<file path="config.mk">
export PLATFORM = sky130hd
export DESIGN_NAME = xt_keyboard_if
export DESIGN_NICKNAME = d
export VERILOG_FILES = /design/src/verilog/kbd_pkg.sv /design/src/verilog/ps2_receiver.sv /design/src/verilog/scan_translate.sv /design/src/verilog/xt_port_ctrl.sv /design/src/verilog/xt_keyboard_if.sv
export SDC_FILE = /design/constraint.sdc
export NUM_CORES = 1
export LEC_CHECK = 0
export BUFFER_PORTS_ARGS = -buffer_cell sky130_fd_sc_hd__buf_2
export CAP_MARGIN = 20
export CELL_PAD_IN_SITES_DETAIL_PLACEMENT = 1
export CELL_PAD_IN_SITES_GLOBAL_PLACEMENT = 1
export CORE_MARGIN = 8
export CORE_UTILIZATION = 40
export CTS_BUF_LIST = sky130_fd_sc_hd__clkbuf_4
export DETAILED_ROUTE_END_ITERATION = 6
export MAX_ROUTING_LAYER = met4
export PLACE_DENSITY_LB_ADDON = 0.1
export SYNTH_ARGS = -nofsm -noshare
export SYNTH_HDL_FRONTEND = slang
export SYNTH_SLANG_ARGS = --single-unit
</file>
<file path="constraint.sdc">
create_clock -name clk -period 4.4 [get_ports clk]
set_input_delay 0.88 -clock clk [delete_from_list [all_inputs] [get_ports clk]]
set_output_delay 0.88 -clock clk [all_outputs]
set_load 0.02 [all_outputs]
</file>
<file path="src/verilog/kbd_pkg.sv">
package kbd_pkg;

	// one scan code, set 1 or set 2
	typedef logic [7:0] scan_code_t;

	// set 2 break prefix, passes the translator unchanged
	localparam scan_code_t break_prefix = 8'hF0;

	// set 1 marks a key release with the top bit
	localparam int unsigned break_bit = 7;

	// keyboard answer after a reset request on pb6
	localparam scan_code_t self_test_ok = 8'hAA;

	// start, 8 data, parity, stop
	localparam int unsigned frame_bits = 11;

	// flops per keyboard line before use in clk domain
	localparam int unsigned sync_stages = 2;

endpackage

</file>
<file path="src/verilog/ps2_receiver.sv">
module ps2_receiver (
	input  logic                clk,
	input  logic                rst_n,
	input  logic                kbd_clk,
	input  logic                kbd_data,
	output kbd_pkg::scan_code_t raw_code,
	output logic                code_valid
);

	localparam int unsigned top = kbd_pkg::sync_stages - 1;
	localparam int unsigned code_bits = $bits(kbd_pkg::scan_code_t);

	logic [top:0] clk_sync;
	logic [top:0] data_sync;
	logic clk_prev;                              // last synchronized kbd_clk
	logic clk_fall;
	logic last_edge;
	logic [$clog2(kbd_pkg::frame_bits)-1:0] bit_cnt;   // falling edges seen in frame
	kbd_pkg::scan_code_t shift_q;

	// both lines idle high
	always_ff @(posedge clk or negedge rst_n) begin
		if (!rst_n) begin
			clk_sync <= '1;
			data_sync <= '1;
			clk_prev <= 1'b1;
		end else begin
			clk_sync <= {clk_sync[top-1:0], kbd_clk};
			data_sync <= {data_sync[top-1:0], kbd_data};
			clk_prev <= clk_sync[top];
		end
	end

	assign clk_fall = clk_prev & ~clk_sync[top];
	assign last_edge = clk_fall && (bit_cnt == kbd_pkg::frame_bits - 1);

	always_ff @(posedge clk or negedge rst_n) begin
		if (!rst_n) begin
			bit_cnt <= '0;
			code_valid <= 1'b0;
		end else begin
			code_valid <= last_edge;
			if (last_edge)
				bit_cnt <= '0;          // stop bit ends the frame
			else if (clk_fall)
				bit_cnt <= bit_cnt + 1'b1;
		end
	end

	// data bits ride on edges 2 to 9 lsb first
	always_ff @(posedge clk) begin
		if (clk_fall && bit_cnt != 0 && bit_cnt <= code_bits)
			shift_q <= {data_sync[top], shift_q[code_bits-1:1]};
	end

	// hold the finished code while the next frame shifts in
	always_ff @(posedge clk) begin
		if (last_edge)
			raw_code <= shift_q;
	end

endmodule

</file>
<file path="src/verilog/scan_translate.sv">
module scan_translate (
	input  kbd_pkg::scan_code_t raw_code,
	output kbd_pkg::scan_code_t xt_code
);

	always_comb begin
		case (raw_code)
			8'h00: xt_code = 8'hFF;    // keyboard error / overrun
			8'h01: xt_code = 8'h43;
			8'h02: xt_code = 8'h41;
			8'h03: xt_code = 8'h3F;
			8'h04: xt_code = 8'h3D;
			8'h05: xt_code = 8'h3B;
			8'h06: xt_code = 8'h3C;
			8'h07: xt_code = 8'h58;
			8'h08: xt_code = 8'h64;
			8'h09: xt_code = 8'h44;
			8'h0A: xt_code = 8'h42;
			8'h0B: xt_code = 8'h40;
			8'h0C: xt_code = 8'h3E;
			8'h0D: xt_code = 8'h0F;
			8'h0E: xt_code = 8'h29;
			8'h0F: xt_code = 8'h59;
			8'h10: xt_code = 8'h65;
			8'h11: xt_code = 8'h38;
			8'h12: xt_code = 8'h2A;
			8'h13: xt_code = 8'h70;
			8'h14: xt_code = 8'h1D;
			8'h15: xt_code = 8'h10;
			8'h16: xt_code = 8'h02;
			8'h17: xt_code = 8'h5A;
			8'h18: xt_code = 8'h66;
			8'h19: xt_code = 8'h71;
			8'h1A: xt_code = 8'h2C;
			8'h1B: xt_code = 8'h1F;
			8'h1C: xt_code = 8'h1E;    // 'a'
			8'h1D: xt_code = 8'h11;
			8'h1E: xt_code = 8'h03;
			8'h1F: xt_code = 8'h5B;
			8'h20: xt_code = 8'h67;
			8'h21: xt_code = 8'h2E;
			8'h22: xt_code = 8'h2D;
			8'h23: xt_code = 8'h20;
			8'h24: xt_code = 8'h12;
			8'h25: xt_code = 8'h05;
			8'h26: xt_code = 8'h04;
			8'h27: xt_code = 8'h5C;
			8'h28: xt_code = 8'h68;
			8'h29: xt_code = 8'h39;
			8'h2A: xt_code = 8'h2F;
			8'h2B: xt_code = 8'h21;
			8'h2C: xt_code = 8'h14;
			8'h2D: xt_code = 8'h13;
			8'h2E: xt_code = 8'h06;
			8'h2F: xt_code = 8'h5D;
			8'h30: xt_code = 8'h69;
			8'h31: xt_code = 8'h31;
			8'h32: xt_code = 8'h30;
			8'h33: xt_code = 8'h23;
			8'h34: xt_code = 8'h22;
			8'h35: xt_code = 8'h15;
			8'h36: xt_code = 8'h07;
			8'h37: xt_code = 8'h5E;
			8'h38: xt_code = 8'h6A;
			8'h39: xt_code = 8'h72;
			8'h3A: xt_code = 8'h32;
			8'h3B: xt_code = 8'h24;
			8'h3C: xt_code = 8'h16;
			8'h3D: xt_code = 8'h08;
			8'h3E: xt_code = 8'h09;
			8'h3F: xt_code = 8'h5F;
			8'h40: xt_code = 8'h6B;
			8'h41: xt_code = 8'h33;
			8'h42: xt_code = 8'h25;
			8'h43: xt_code = 8'h17;
			8'h44: xt_code = 8'h18;
			8'h45: xt_code = 8'h0B;
			8'h46: xt_code = 8'h0A;
			8'h47: xt_code = 8'h60;
			8'h48: xt_code = 8'h6C;
			8'h49: xt_code = 8'h34;
			8'h4A: xt_code = 8'h35;
			8'h4B: xt_code = 8'h26;
			8'h4C: xt_code = 8'h27;
			8'h4D: xt_code = 8'h19;
			8'h4E: xt_code = 8'h0C;
			8'h4F: xt_code = 8'h61;
			8'h50: xt_code = 8'h6D;
			8'h51: xt_code = 8'h73;
			8'h52: xt_code = 8'h28;
			8'h53: xt_code = 8'h74;
			8'h54: xt_code = 8'h1A;
			8'h55: xt_code = 8'h0D;
			8'h56: xt_code = 8'h62;
			8'h57: xt_code = 8'h6E;
			8'h58: xt_code = 8'h3A;
			8'h59: xt_code = 8'h36;
			8'h5A: xt_code = 8'h1C;    // enter
			8'h5B: xt_code = 8'h1B;
			8'h5C: xt_code = 8'h75;
			8'h5D: xt_code = 8'h2B;
			8'h5E: xt_code = 8'h63;
			8'h5F: xt_code = 8'h76;
			8'h60: xt_code = 8'h55;
			8'h61: xt_code = 8'h56;
			8'h62: xt_code = 8'h77;
			8'h63: xt_code = 8'h78;
			8'h64: xt_code = 8'h79;
			8'h65: xt_code = 8'h7A;
			8'h66: xt_code = 8'h0E;
			8'h67: xt_code = 8'h7B;
			8'h68: xt_code = 8'h7C;
			8'h69: xt_code = 8'h4F;
			8'h6A: xt_code = 8'h7D;
			8'h6B: xt_code = 8'h4B;
			8'h6C: xt_code = 8'h47;
			8'h6D: xt_code = 8'h7E;
			8'h6E: xt_code = 8'h7F;
			8'h6F: xt_code = 8'h6F;
			8'h70: xt_code = 8'h52;
			8'h71: xt_code = 8'h53;
			8'h72: xt_code = 8'h50;
			8'h73: xt_code = 8'h4C;
			8'h74: xt_code = 8'h4D;
			8'h75: xt_code = 8'h48;
			8'h76: xt_code = 8'h01;    // esc
			8'h77: xt_code = 8'h45;
			8'h78: xt_code = 8'h57;
			8'h79: xt_code = 8'h4E;
			8'h7A: xt_code = 8'h51;
			8'h7B: xt_code = 8'h4A;
			8'h7C: xt_code = 8'h37;
			8'h7D: xt_code = 8'h49;
			8'h7E: xt_code = 8'h46;
			8'h7F: xt_code = 8'h54;
			// f7 and alt-sysrq sit above 0x80 in set 2
			8'h83: xt_code = 8'h41;
			8'h84: xt_code = 8'h54;
			default: xt_code = raw_code;    // identity, incl. break prefix
		endcase
	end

endmodule

</file>
<file path="src/verilog/xt_port_ctrl.sv">
module xt_port_ctrl (
	input  logic                clk,
	input  logic                rst_n,
	input  logic                code_valid,
	input  logic                pb6,
	input  logic                pb7,
	input  kbd_pkg::scan_code_t xt_code,
	output kbd_pkg::scan_code_t pa,
	output logic                irq1
);

	typedef enum logic [2:0] {
		idle,
		make_hold,
		wait_clear,
		break_wait,
		break_hold,
		reset_low,
		reset_high
	} port_state_e;

	port_state_e state;
	kbd_pkg::scan_code_t brk_code;

	// set 1 release code is the make code with the top bit set
	always_comb begin
		brk_code = xt_code;
		brk_code[kbd_pkg::break_bit] = 1'b1;
	end

	always_ff @(posedge clk or negedge rst_n) begin
		if (!rst_n) begin
			state <= idle;
			pa <= '0;
			irq1 <= 1'b0;
		end else begin
			irq1 <= 1'b0;      // only the hold states raise it
			if (!pb6) begin
				// host resets the keyboard, drop whatever is in flight
				state <= reset_low;
				if (state == idle)
					pa <= '0;
			end else begin
				case (state)
					idle: begin
						if (code_valid) begin
							if (xt_code == kbd_pkg::break_prefix) begin
								state <= break_wait;
							end else begin
								pa <= xt_code;
								state <= make_hold;
							end
						end
					end
					make_hold, break_hold: begin
						if (pb7) begin
							pa <= '0;      // port reads empty until next code
							state <= wait_clear;
						end else begin
							irq1 <= 1'b1;
						end
					end
					wait_clear: begin
						if (!pb7)
							state <= idle;
					end
					break_wait: begin
						// a repeated prefix keeps waiting for the key
						if (code_valid && xt_code != kbd_pkg::break_prefix) begin
							pa <= brk_code;
							state <= break_hold;
						end
					end
					reset_low: state <= reset_high;    // pb6 released
					reset_high: begin
						if (!pb7) begin
							pa <= kbd_pkg::self_test_ok;
							state <= make_hold;
						end
					end
					default: state <= idle;
				endcase
			end
		end
	end

endmodule

</file>
<file path="src/verilog/xt_keyboard_if.sv">
module xt_keyboard_if (
	input  logic                clk,
	input  logic                rst_n,
	input  logic                kbd_clk,
	input  logic                kbd_data,
	input  logic                pb6,       // keyboard reset request, low
	input  logic                pb7,       // host acknowledge
	output kbd_pkg::scan_code_t pa,
	output logic                irq1
);

	kbd_pkg::scan_code_t raw_code;   // set 2, from the wire
	kbd_pkg::scan_code_t xt_code;    // set 1
	logic code_valid;

	ps2_receiver rx_i (
		.clk        (clk),
		.rst_n      (rst_n),
		.kbd_clk    (kbd_clk),
		.kbd_data   (kbd_data),
		.raw_code   (raw_code),
		.code_valid (code_valid)
	);

	scan_translate xlat_i (
		.raw_code (raw_code),
		.xt_code  (xt_code)
	);

	xt_port_ctrl port_i (
		.clk        (clk),
		.rst_n      (rst_n),
		.code_valid (code_valid),
		.pb6        (pb6),
		.pb7        (pb7),
		.xt_code    (xt_code),
		.pa         (pa),
		.irq1       (irq1)
	);

endmodule

</file>
# Word-level counts from Yosys, hierarchy flattened

Cells that the tools add are included.

Add/sub/neg operators: 1
Magnitude comparators: 1
Equal/unequal tests: 144
Multiplexer cells: 22
Bitwise gates (word level): 2
Reductions and logical operators: 15

Operator list:

| cell                | count |
|---|---|
| $pmux 8 s128        | 1 |
| $eq 8x7->1 const B  | 64 |
| $eq 8x6->1 const B  | 32 |
| $eq 8x5->1 const B  | 16 |
| $eq 8x4->1 const B  | 8 |
| $mux 8              | 7 |
| $eq 8x3->1 const B  | 4 |
| $pmux 8 s4          | 1 |
| $eq 8x8->1 const B  | 3 |
| $mux 3              | 6 |
| $pmux 3 s6          | 1 |
| $eq 8x2->1 const B  | 2 |
| $ne 3x3->1 const B  | 5 |
| $eq 3x3->1 const B  | 3 |
| $eq 8x1->1 const B  | 1 |
| $logic_not 8->1     | 1 |
| $mux 4              | 2 |
| $ne 8x8->1 const B  | 1 |
| $reduce_bool 4->1   | 2 |
| $reduce_and 7->1    | 1 |
| $eq 3x2->1 const B  | 2 |
| $reduce_or 2->1     | 3 |
| $reduce_and 5->1    | 1 |
| $add 4x1->4 const B | 1 |
| 11 further kinds    | 17 |

Register bits: 38
Bits of input ports: 6
Word-level logic and storage cells: 195

# Depth between registers and ports, before layout

Gate-level depths: netlist of run 1.

Word-level depth: 8
Gate-level depth with buffers: 15
Depth with buffers taken out: 11

# By module

A second synthesis of run 1 with hierarchy kept.

Cells, all modules: 562
Area total of the unflattened synthesis: 4359.2 um^2

By module, submodules not included:

| module         | times used | cells an instance | area an instance (um^2) | seq. area each (um^2) |
|---|---|---|---|---|
| scan_translate | 1          | 428               | 2656.3                  | 0.0 |
| ps2_receiver   | 1          | 53                | 932.1                   | 737.0 |
| xt_port_ctrl   | 1          | 81                | 770.7                   | 300.3 |

# Worst setup path before layout of run 1

OpenSTA, ideal clock, no wires.

Kind: reg2reg
Start: register rx_i.raw_code[0]
End: register port_i.pa[1]
Setup time: 0.129 ns
Data arrival time: 3.088 ns
Required time: 4.271 ns
Slack: 1.183 ns
Stages on the path, launching flop included: 12
Clock period less this slack: 3.217 ns
Cells stage by stage: edfxtp_1 buf_2 or3_4 a311o_1 a2111o_1 nor4_2 nor4b_4 a21oi_1 nor3_4 nand2_1 a21oi_1 o22ai_1

Cells in the longest elaborated chain, start to end: 7
Elaborated cells on any way between the ends: 144
Those cells by class: 133 x eq/ne; 6 x mux; 5 x reduce/logical

RTL lines:

| element                                                     | RTL line                               | RTL |
|---|---|---|
| start, declared                                             | ps2_receiver.sv:6                      | `output kbd_pkg::scan_code_t raw_code,` |
| start signal, assigned                                      | ps2_receiver.sv:59                     | `raw_code <= shift_q;` |
| $eq 8x7->1 (tied with other cells)                          | scan_translate.sv:7                    | `case (raw_code)` |
| $reduce_or 2->1 (no source line)                            | n/a                                    |  |
| $pmux 8 s128 (*)                                            | scan_translate.sv:7                    |  |
| $ne 8x8->1 or $mux 8 (tied branches)                        | xt_port_ctrl.sv:69, xt_port_ctrl.sv:47 |  |
| $logic_and 1x1->1 or $mux 8 (tied branches)                 | xt_port_ctrl.sv:69, xt_port_ctrl.sv:46 |  |
| $ne 3x2->1 (no source line) or $pmux 8 s4 (tied branches)   | n/a                                    |  |
| $reduce_and 7->1 (no source line) or $mux 8 (tied branches) | n/a                                    |  |
| end signal, assigned                                        | xt_port_ctrl.sv:50                     | `pa <= xt_code;` |
| end signal, assigned                                        | xt_port_ctrl.sv:70                     | `pa <= brk_code;` |
| end signal, assigned                                        | xt_port_ctrl.sv:77                     | `pa <= kbd_pkg::self_test_ok;` |
| end, declared                                               | xt_port_ctrl.sv:8                      | `output kbd_pkg::scan_code_t pa,` |

Every way passes the cells marked *; elsewhere a longest branch is shown, timed or not. The select of a mux whose other input is x is not followed.
A chain may end at the register's enable or synchronous reset.

# Worst setup path in the final report of run 1

Start: register rx_i.raw_code[7]
End: register port_i.pa[1]

The elaborated chain is that of the path after synthesis.

==> run_results.csv, run 1 <==
group,metric,value,unit
worst_setup_path,r2r_start,"rx_i.raw_code[7]",
clocking,clockBufferDepth,2,
synth,synthTopCellsByArea,"edfxtp_1 (11%), dfrtp_1 (10%), nand2_1 (4.8%)",
floorplan,rows,37,
timing,rsz0062_at_grt,"no",
clocking,tritoncts,"built",
synth,synth-seq-cells,38,
finish,area_delta_synth_final,9.71,%
drt,num_vias,4845,
power,p_per_area,277,mW/mm^2
synth,yosysMostFrequentCell,"nand2_1",
grt,grt_use_met3,0.0390,
clocking,clock-sinks,38,
floorplan,io_pins,15,
synth,synth_flop_cell,"dfrtp_1",
grt,gr-total-overflow,0,
grt,grt-busiest-layer,"met2",
finish,drive_gt1_frac,0.163,
finish,multi_input_area,0.00285,mm^2
timing,post-route-period-util,0.954,
timing,report.final.slew_viol_count,0,
timing,finClkSkew,0.0164,ns
grt,antenna_found_initial,1,
synth,synth-xor-area-share,0.0290,
drt,drt_wl_total,18500,um
grt,grt_use_met2,0.413,
synth,synth_edf_count,16,
floorplan,die_w,118,um
clocking,cts_root_buffer,"clkbuf_4",
synth,synth_compound_area_frac,0.298,
synth,synth_top_area_cell,"edfxtp_1",
worst_setup_path,start_kind,"flop",
placement,dp_hpwl,14000,um
floorplan,start_util,0.409,
timing,max_freq,0.238,GHz
timing,hold_violations,0,
worst_setup_path,crit_type,"flop to flop",
floorplan,design.core.area,0.0102,mm^2
power,peakVddDrop,0.283,mV
worst_setup_path,crit_required,4.63,ns
synth,syn_inst,551,
timing,worst_slew_pin_slew,0.998,ns
run_status,outcome,"completed",
timing,period_minus_slack,4.20,ns
clocking,ctsHoldBuffers,0,
synth,ys_seq_area_frac,0.248,
grt,grt_max_degree,44,
clocking,htreeDepth,2,
drt,drc,0,
drt,detail-route-antenna-nets,0,
clocking,clk_latency,0.34,ns
drt,first_pass_iters,6,
clocking,numCtsBuffers,5,
synth,synth.distinct_cells,80,
timing,slew_headroom,0.334,
clocking,path_clk_slew,0.11,ns
power,p_total,1.27,mW
synth,yosys.area_share.adder,0.00896,
synth,synthMuxAreaShare,0.00777,
grt,grt_pass1_vias,5065,
finish,seqCellArea,0.00104,mm^2
synth,synth_area,0.00419,mm^2
timing,tns,0,ns
synth,async_flop_share,0.579,
drt,via_per_inst,6.95,
drt,wl_per_cell,26.5,um
synth,synthTopCellsByCount,"nand2_1 (54), nor2_1 (41), a21oi_1 (37)",
placement,gp_congestion,1.06,
placement,portBuffers,14,
worst_setup_path,worstPathArrival,4.42,ns
synth,synth_fp_nets,560,
synth,netlist.area_leader.share,0.115,
grt,grt_pass1_wl,28800,um
timing,setup_viol,0,
floorplan,die_area,0.0140,mm^2
drt,drt-initial-drc-count,488,
timing,holdWs,0.347,ns
worst_setup_path,crit_start,"rx_i.raw_code[7]",
placement,dp.cells,687,
worst_setup_path,cp_max_fo,15,
floorplan,fp.dieH,118,um
synth,yosys.area_share.simple,0.333,
synth,syn_avg_cell_area,7.60,um^2
finish,final_core_util,0.449,
power,p_leak,1.64,nW
hold_path,hp-class,"flop to flop",
finish,nNetsFinal,568,
finish,final_cells,697,
grt,track_usage,0.266,
worst_setup_path,cp-end-kind,"flop",
run,cap_violations,0,
synth,synth_top_family_by_area,"simple AND/OR/NAND/NOR gates",
grt,gr-usage-met1,0.307,
synth,yosys_warnings,0,
finish,nFillCells,1267,
hold_path,min_from,"rx_i.data_sync[0]",
## metrics by stage
stage	area (um^2)	setup WS, ns
after global routing	4590	0.00307
after detailed placement	4500	0.259
after floorplan	4190	1.18
after global placement	4500	0.477
after CTS	4580	0.261
final	4590	0.203
## state kept, by name, indices dropped and copies added, names as in the netlist
register,count
port_i.pa,8
rx_i.raw_code,8
rx_i.shift_q,8
rx_i.bit_cnt,4
port_i.state,3
rx_i.clk_sync,2
rx_i.data_sync,2
port_i.irq1,1
rx_i.clk_prev,1
rx_i.code_valid,1
## worst paths after layout
check | endpoint | slack, ns | cells after the start
min | rx_i.data_sync[1] | 0.35 | 0
max reg2reg | port_i.pa[1] | 0.20 | 12
min in group asynchronous | port_i.irq1 | 0.49 | 1
min reg2reg | rx_i.data_sync[1] | 0.35 | 0
max | port_i.pa[1] | 0.20 | 12
max in group asynchronous | rx_i.clk_prev | 3.53 | 1
## cell type report
type / count / share of cell area
diodes: 1 / 0.000545
clock buffers: 6 / 0.00980
clock inverters: 2 / 0.00735
inverters: 9 / 0.00735
multi-input cells: 449 / 0.620
flip-flops and latches: 38 / 0.226
well taps: 136 / 0.0370
repair buffers: 56 / 0.0920
## kinds of logic (layout without fill, tap and decap cells)
logic type               after synthesis  in the layout
multiplexers                           3              3
buffers and inverters                 64             73
XOR/XNOR                              13             13
other                                  0              1
AND/OR/NAND/NOR                      248            248
adder cells (fa/ha/maj)                3              3
AO/OA/AOI/OAI                        182            182
flip-flops                            38             38
## cells in the final DEF (no fill, tap or decap), drive strengths merged, types with 7 or more instances in the layout
cell	n
dfrtp	17
xor2	7
nand4	10
o211ai	9
a22oi	7
nor4b	9
a31oi	11
a21oi	38
nand2b	14
nand3	31
o21ai	34
buf	56
nor4	11
nor2	42
and3	7
o22ai	17
edfxtp	16
inv	9
nor2b	17
nor3	17
nand2	54
a211oi	7
## repair_timing
action / 4_1_cts / 5_1_grt
setup buffers: 0 / 1
resized for setup: 0 / 1
setup endpoints to repair: 0 / 4
## worst max-delay path: stages, from the launching register on
cell       delay, ns
edfxtp_1        0.61
buf_4           0.27
nor2_1          0.59
nand2_1         0.35
a211oi_1        0.37
or4_1           0.20
nor4_2          0.05
nor4b_4         0.15
a2111oi_0       0.61
and3_1          0.34
nand2_1         0.18
a21oi_1         0.24
o22ai_1         0.11
## power by group
group / leakage (nW) / internal (mW) / switching [mW]
Combinational: 1.18 / 0.194 / 0.318
Sequential: 0.417 / 0.441 / 0.0846
Clock: 0.0433 / 0.124 / 0.110
Total: 1.64 / 0.760 / 0.512
## per-layer routing
layer  vias up  share of wire
li1       2132              -
met1      2381           0.40
met2       239           0.45
met3        93          0.069
met4         0          0.080
met5         -              0
Power figures use the tool's default switching activity.
==> run 2: changes to the inputs <==
--- a/config.mk
+++ b/config.mk
@@ -10,8 +10,9 @@
 export CELL_PAD_IN_SITES_DETAIL_PLACEMENT = 1
 export CELL_PAD_IN_SITES_GLOBAL_PLACEMENT = 1
 export CORE_MARGIN = 8
-export CORE_UTILIZATION = 40
+export CORE_UTILIZATION = 49
 export CTS_BUF_LIST = sky130_fd_sc_hd__clkbuf_4
+export CTS_CLUSTER_SIZE = 16
 export DETAILED_ROUTE_END_ITERATION = 6
 export MAX_ROUTING_LAYER = met4
 export PLACE_DENSITY_LB_ADDON = 0.1
==> constraint.sdc (replaced) <==
create_clock -name clk -period 3.95 [get_ports clk]
set_input_delay 0.79 -clock clk [delete_from_list [all_inputs] [get_ports clk]]
set_output_delay 0.79 -clock clk [all_outputs]
set_load 0.02 [all_outputs]
==> run_results.csv, run 2 (synthesis results as in run 1) <==
group,metric,value,unit
grt,antenna_found_initial,0,
grt,grt_pass1_wl,29900,um
finish,nNetsFinal,576,
drt,via_per_inst,7.57,
timing,slew_headroom,0.434,
grt,grt_max_degree,55,
worst_setup_path,worst-path-buf-inv,3,
clocking,clock-sinks,38,
power,p_int,0.849,mW
finish,final_cell_area,0.00470,mm^2
worst_setup_path,cp-end-kind,"flop",
power,pwr-share-comb,0.416,
drt,num_vias,5092,
power,p_switching,0.643,mW
floorplan,rows,33,
worst_setup_path,slowest_delay,0.54,ns
floorplan,die_area,0.0118,mm^2
finish,area_delta_synth_final,12.2,%
timing,setup_viol,0,
clocking,clk_latency,0.37,ns
power,p_total,1.49,mW
finish,layout_common_cells,"nand2_1 (53), buf_4 (43), nor2_1 (41), a21oi_1 (36), nand3_1 (31)",
hold_path,hp-class,"input port to async pin",
placement,post-place-ws,-0.0576,ns
finish,diodes,0,
power,swShare,0.431,
floorplan,io_pins,15,
timing,max_freq,0.267,GHz
clocking,cts_root_buffer,"clkbuf_4",
clocking,numCtsBuffers,5,
placement,dp_hpwl,13800,um
clocking,tritoncts,"built",
floorplan,start_util,0.507,
finish,final_core_util,0.569,
drt,first_pass_iters,5,
placement,gp_congestion,1.08,
worst_setup_path,critPathSlowestCell,"edfxtp_1",
worst_setup_path,worstPathArrival,4.00,ns
timing,hold_violations,0,
drt,wl_per_cell,28.8,um
power,p_leak,1.70,nW
power,p_seq_frac,0.399,
timing,period_minus_slack,3.75,ns
clocking,htreeDepth,2,
grt,grt_pass1_vias,5135,
grt,gr-total-overflow,0,
floorplan,die_w,108,um
worst_setup_path,cp_common_cell,"buf_4",
placement,portBuffers,14,
timing,worst_slew_pin_slew,0.847,ns
drt,drt_wl_total,19400,um
timing,report.final.slew_viol_count,0,
finish,reg_top3,"port_i.pa: 8 flops, rx_i.raw_code: 8 flops, rx_i.shift_q: 8 flops",
worst_setup_path,crit_type,"flop to flop",
timing,rsz0062_at_grt,"no",
power,p_per_area,318,mW/mm^2
worst_setup_path,start_kind,"flop",
finish,drive_gt1_frac,0.187,
worst_setup_path,path_delay_family,"simple AND/OR/NAND/NOR gates",
power,p_clk_frac,0.186,
drt,detail-route-antenna-nets,0,
worst_setup_path,crit_required,4.20,ns
finish,layout_commonest_cell,"nand2_1",
run_status,outcome,"completed",
run,cap_violations,0,
drt,drt-initial-drc-count,656,
clocking,clockBufferDepth,2,
clocking,path_clk_slew,0.13,ns
floorplan,design.core.area,0.00826,mm^2
drt,drc,0,
timing,finClkSkew,0.0181,ns
timing,post-route-period-util,0.948,
worst_setup_path,r2r_setup_slack,0.20,ns
grt,track_usage,0.337,
floorplan,fp.dieH,108,um
power,peakVddDrop,0.344,mV
placement,place_area,0.00453,mm^2
timing,setup_ws,0.203,ns
worst_setup_path,cp_max_fo,26,
worst_setup_path,path_cells,"buf_12, nor2_2, buf_4, nand4_1, nand3_1, a211o_1, nor4_2, nor4b_4, buf_4, a211oi_1, and3_1, nand2_2, a21oi_2, o22ai_1",
## run 2: changes by cell type in the layout (fill, tap and decap cells not counted), moves of 2 or more
| cell | before | now |
|---|---|---|
| clkinvlp_4 | 0 | 2 |
| nor4b_2 | 1 | 3 |
| buf_4 | 39 | 43 |
| nor4b_1 | 7 | 5 |
| buf_12 | 3 | 7 |
## run 2: power by group through the flow
| stage | clock network [mW] | registers, mW | logic [mW] |
|---|---|---|---|
| 2_1_floorplan | 0 | 0.560 | 0.410 |
| 3_3_place_gp | 0 | 0.579 | 0.542 |
| 3_5_place_dp | 0 | 0.597 | 0.577 |
| 4_1_cts | 0.278 | 0.593 | 0.594 |
| 5_1_grt | 0.290 | 0.601 | 0.655 |
| 6_report | 0.277 | 0.595 | 0.620 |
## run 2: cell type report
type / instances / area, um^2
Tap cell: 105 / 131
Fill cell: 1032 / 3560
Clock inverter: 3 / 45.0
Clock buffer: 5 / 37.5
Sequential cell: 38 / 1040
Timing Repair Buffer: 64 / 533
Multi-Input combinational cell: 449 / 2880
Inverter: 9 / 33.8
## run 2: path summary, 6_finish.rpt
path | startpoint | end | depth (start not counted)
max | rx_i.raw_code[1] | port_i.pa[1] | 14
min | rst_n | port_i.state[0] | 1
max reg2reg | rx_i.raw_code[1] | port_i.pa[1] | 14
min reg2reg | rx_i.clk_sync[0] | rx_i.clk_sync[1] | 0
max in group asynchronous | rst_n | rx_i.clk_sync[0] | 1
min in group clk | rx_i.clk_sync[0] | rx_i.clk_sync[1] | 0
## run 2: per-layer routing
metal | vias to the layer above | GRT usage | wire [um]
met3 | 92 | 0.0410 | 1820
li1 | 2148 | - | -
met1 | 2447 | 0.398 | 7260
met5 | - | - | 0
met4 | 0 | 0.206 | 1230
met2 | 405 | 0.535 | 9060
## run 2: through the flow
stage / hold WS, ns / std cells / TNS, ns
6_report: 0.365 / 673 / 0
5_1_grt: 0.374 / 673 / 0
2_1_floorplan: 0.345 / 551 / 0
4_1_cts: 0.366 / 667 / 0
3_3_place_gp: 0.350 / 659 / 0
3_5_place_dp: 0.348 / 659 / -0.0656
## run 2: timing repair
action | CTS | global route
buffers inserted | 0 | 6
cloned | 0 | 0
pin swaps | 1 | 0
hold buffers | 0 | 0
gates resized for setup | 1 | 7
setup endpoints to repair | 2 | 11
==> run 3: changes to the inputs <==
--- a/config.mk
+++ b/config.mk
@@ -10,8 +10,8 @@
 export CELL_PAD_IN_SITES_DETAIL_PLACEMENT = 1
 export CELL_PAD_IN_SITES_GLOBAL_PLACEMENT = 1
 export CORE_MARGIN = 8
-export CORE_UTILIZATION = 49
-export CTS_BUF_LIST = sky130_fd_sc_hd__clkbuf_4
+export CORE_UTILIZATION = 48
+export CTS_BUF_LIST = sky130_fd_sc_hd__clkbuf_8 sky130_fd_sc_hd__clkbuf_16
 export CTS_CLUSTER_SIZE = 16
 export DETAILED_ROUTE_END_ITERATION = 6
 export MAX_ROUTING_LAYER = met4
==> run_results.csv, run 3 (synthesis results as in run 1) <==
group,metric,value,unit
clocking,clk_latency,0.30,ns
drt,drc,0,
clocking,tritoncts,"built",
finish,diodes,0,
power,p_leak,1.63,nW
timing,rsz0062_at_grt,"no",
worst_setup_path,worstPathArrival,3.92,ns
power,p_total,1.42,mW
drt,detail-route-antenna-nets,0,
finish,drive_gt1_frac,0.167,
finish,nNetsFinal,565,
drt,drt_wl_total,17900,um
finish,final_cell_area,0.00459,mm^2
drt,first_pass_iters,5,
power,peakVddDrop,0.361,mV
floorplan,start_util,0.487,
clocking,post_cts_buffers,0,
clocking,clock-sinks,38,
timing,tns,0,ns
timing,report.final.slew_viol_count,0,
finish,area_delta_synth_final,9.71,%
power,swShare,0.415,
clocking,path_clk_slew,0.08,ns
run,cap_violations,0,
floorplan,die_area,0.0120,mm^2
floorplan,fp.dieH,109,um
drt,drt-initial-drc-count,555,
timing,setup_ws,0.199,ns
grt,track_usage,0.313,
timing,post-route-period-util,0.950,
grt,grt_pass1_vias,4882,
timing,setup_viol,0,
worst_setup_path,start_kind,"flop",
timing,hold_violations,0,
finish,layout_commonest_cell,"nand2_1",
timing,slew_headroom,0.262,
placement,gp_congestion,1.13,
worst_setup_path,r2r_setup_slack,0.20,ns
drt,num_vias,4894,
floorplan,rows,34,
finish,final_cells,665,
clocking,numCtsBuffers,5,
drt,wl_per_cell,26.9,um
placement,post-place-ws,-0.0337,ns
timing,worst_slew_pin_slew,1.10,ns
worst_setup_path,crit_type,"flop to flop",
placement,portBuffers,14,
grt,grt_max_degree,44,
power,p_per_area,309,mW/mm^2
worst_setup_path,crit_required,4.12,ns
floorplan,die_w,109,um
clocking,htreeDepth,2,
power,pwr-share-comb,0.410,
hold_path,hp-class,"flop to flop",
clocking,clockBufferDepth,2,
power,p_switching,0.589,mW
drt,via_per_inst,7.36,
clocking,cts_root_buffer,"clkbuf_8",
placement,dp_hpwl,13200,um
grt,grt_pass1_wl,28000,um
timing,period_minus_slack,3.75,ns
worst_setup_path,cp-end-kind,"flop",
floorplan,io_pins,15,
floorplan,design.core.area,0.00859,mm^2
placement,dp.cells,657,
timing,finClkSkew,0.00744,ns
run_status,outcome,"completed",
finish,layout_common_cells,"nand2_1 (54), nor2_1 (41), a21oi_1 (36), buf_4 (33), nand3_1 (31)",
finish,reg_top3,"port_i.pa: 8 flops, rx_i.raw_code: 8 flops, rx_i.shift_q: 8 flops",
power,p_int,0.831,mW
grt,antenna_found_initial,0,
clocking,ctsHoldBuffers,0,
timing,max_freq,0.267,GHz
placement,place_area,0.00447,mm^2
grt,gr-total-overflow,0,
worst_setup_path,cp_max_fo,23,
power,p_seq_frac,0.411,
power,p_clk_frac,0.179,
-- run 3: changes by cell type in the layout (fill, tap and decap cells not counted), moves of 2 or more --
cell,delta
clkbuf_8,+5
buf_12,-2
clkbuf_4,-5
buf_4,-10
-- run 3: worst max-delay path, stage by stage, from the launching register on --
cell      delay (ns)
edfxtp_1        0.43
buf_12          0.19
nor2b_1         0.85
buf_4           0.26
nand3_1         0.07
o221ai_1        0.15
nor2_1          0.09
nand4b_1        0.22
nor4b_4         0.11
a211oi_1        0.46
and3_2          0.32
nand2_1         0.17
a31oi_1         0.22
o21ai_1         0.09
-- run 3: final cells by class --
cell class,instances,area [um^2]
Multi-Input combinational cell,449,2870
Tap cell,108,135
Timing Repair Buffer,53,429
Clock buffer,5,68.8
Inverter,9,33.8
Fill cell,1075,4000
Clock inverter,3,16.3
Sequential cell,38,1040
-- run 3: worst paths after layout --
check | from | endpoint | cells after the start
worst max-delay path | rx_i.raw_code[3] | port_i.pa[5] | 13
worst min-delay path | rx_i.clk_sync[0] | rx_i.clk_sync[1] | 0
worst max register to register | rx_i.raw_code[3] | port_i.pa[5] | 13
worst min register to register | rx_i.clk_sync[0] | rx_i.clk_sync[1] | 0
max in group asynchronous | rst_n | rx_i.data_sync[0] | 1
min in group asynchronous | rst_n | port_i.state[0] | 1
-- run 3: through the flow --
step                      utilization  hold WS (ns)
after floorplan                     -         0.345
after global placement          0.520         0.348
after detailed placement        0.520         0.353
after CTS                       0.530         0.351
after global routing            0.535         0.354
final                           0.535         0.351
-- run 3: layer usage --
metal  track usage  routed length (um)  up-vias
met2         0.472                8100      340
met1         0.389                7070     2339
met3        0.0475                1690       86
met5             -                   0        -
li1              -                   -     2129
met4         0.186                1070        0
-- run 3: power by group through the flow --
stage	registers, mW	clock network [mW]	logic (mW)
after global routing	0.595	0.273	0.627
after detailed placement	0.586	0	0.562
final	0.583	0.254	0.583
after global placement	0.577	0	0.542
after floorplan	0.560	0	0.410
after CTS	0.580	0.263	0.568
-- run 3: timing repair --
item | 4_1_cts | 5_1_grt
endpoints found under the setup margin | 5 | 11
resized for setup | 1 | 7
pin swaps | 0 | 0
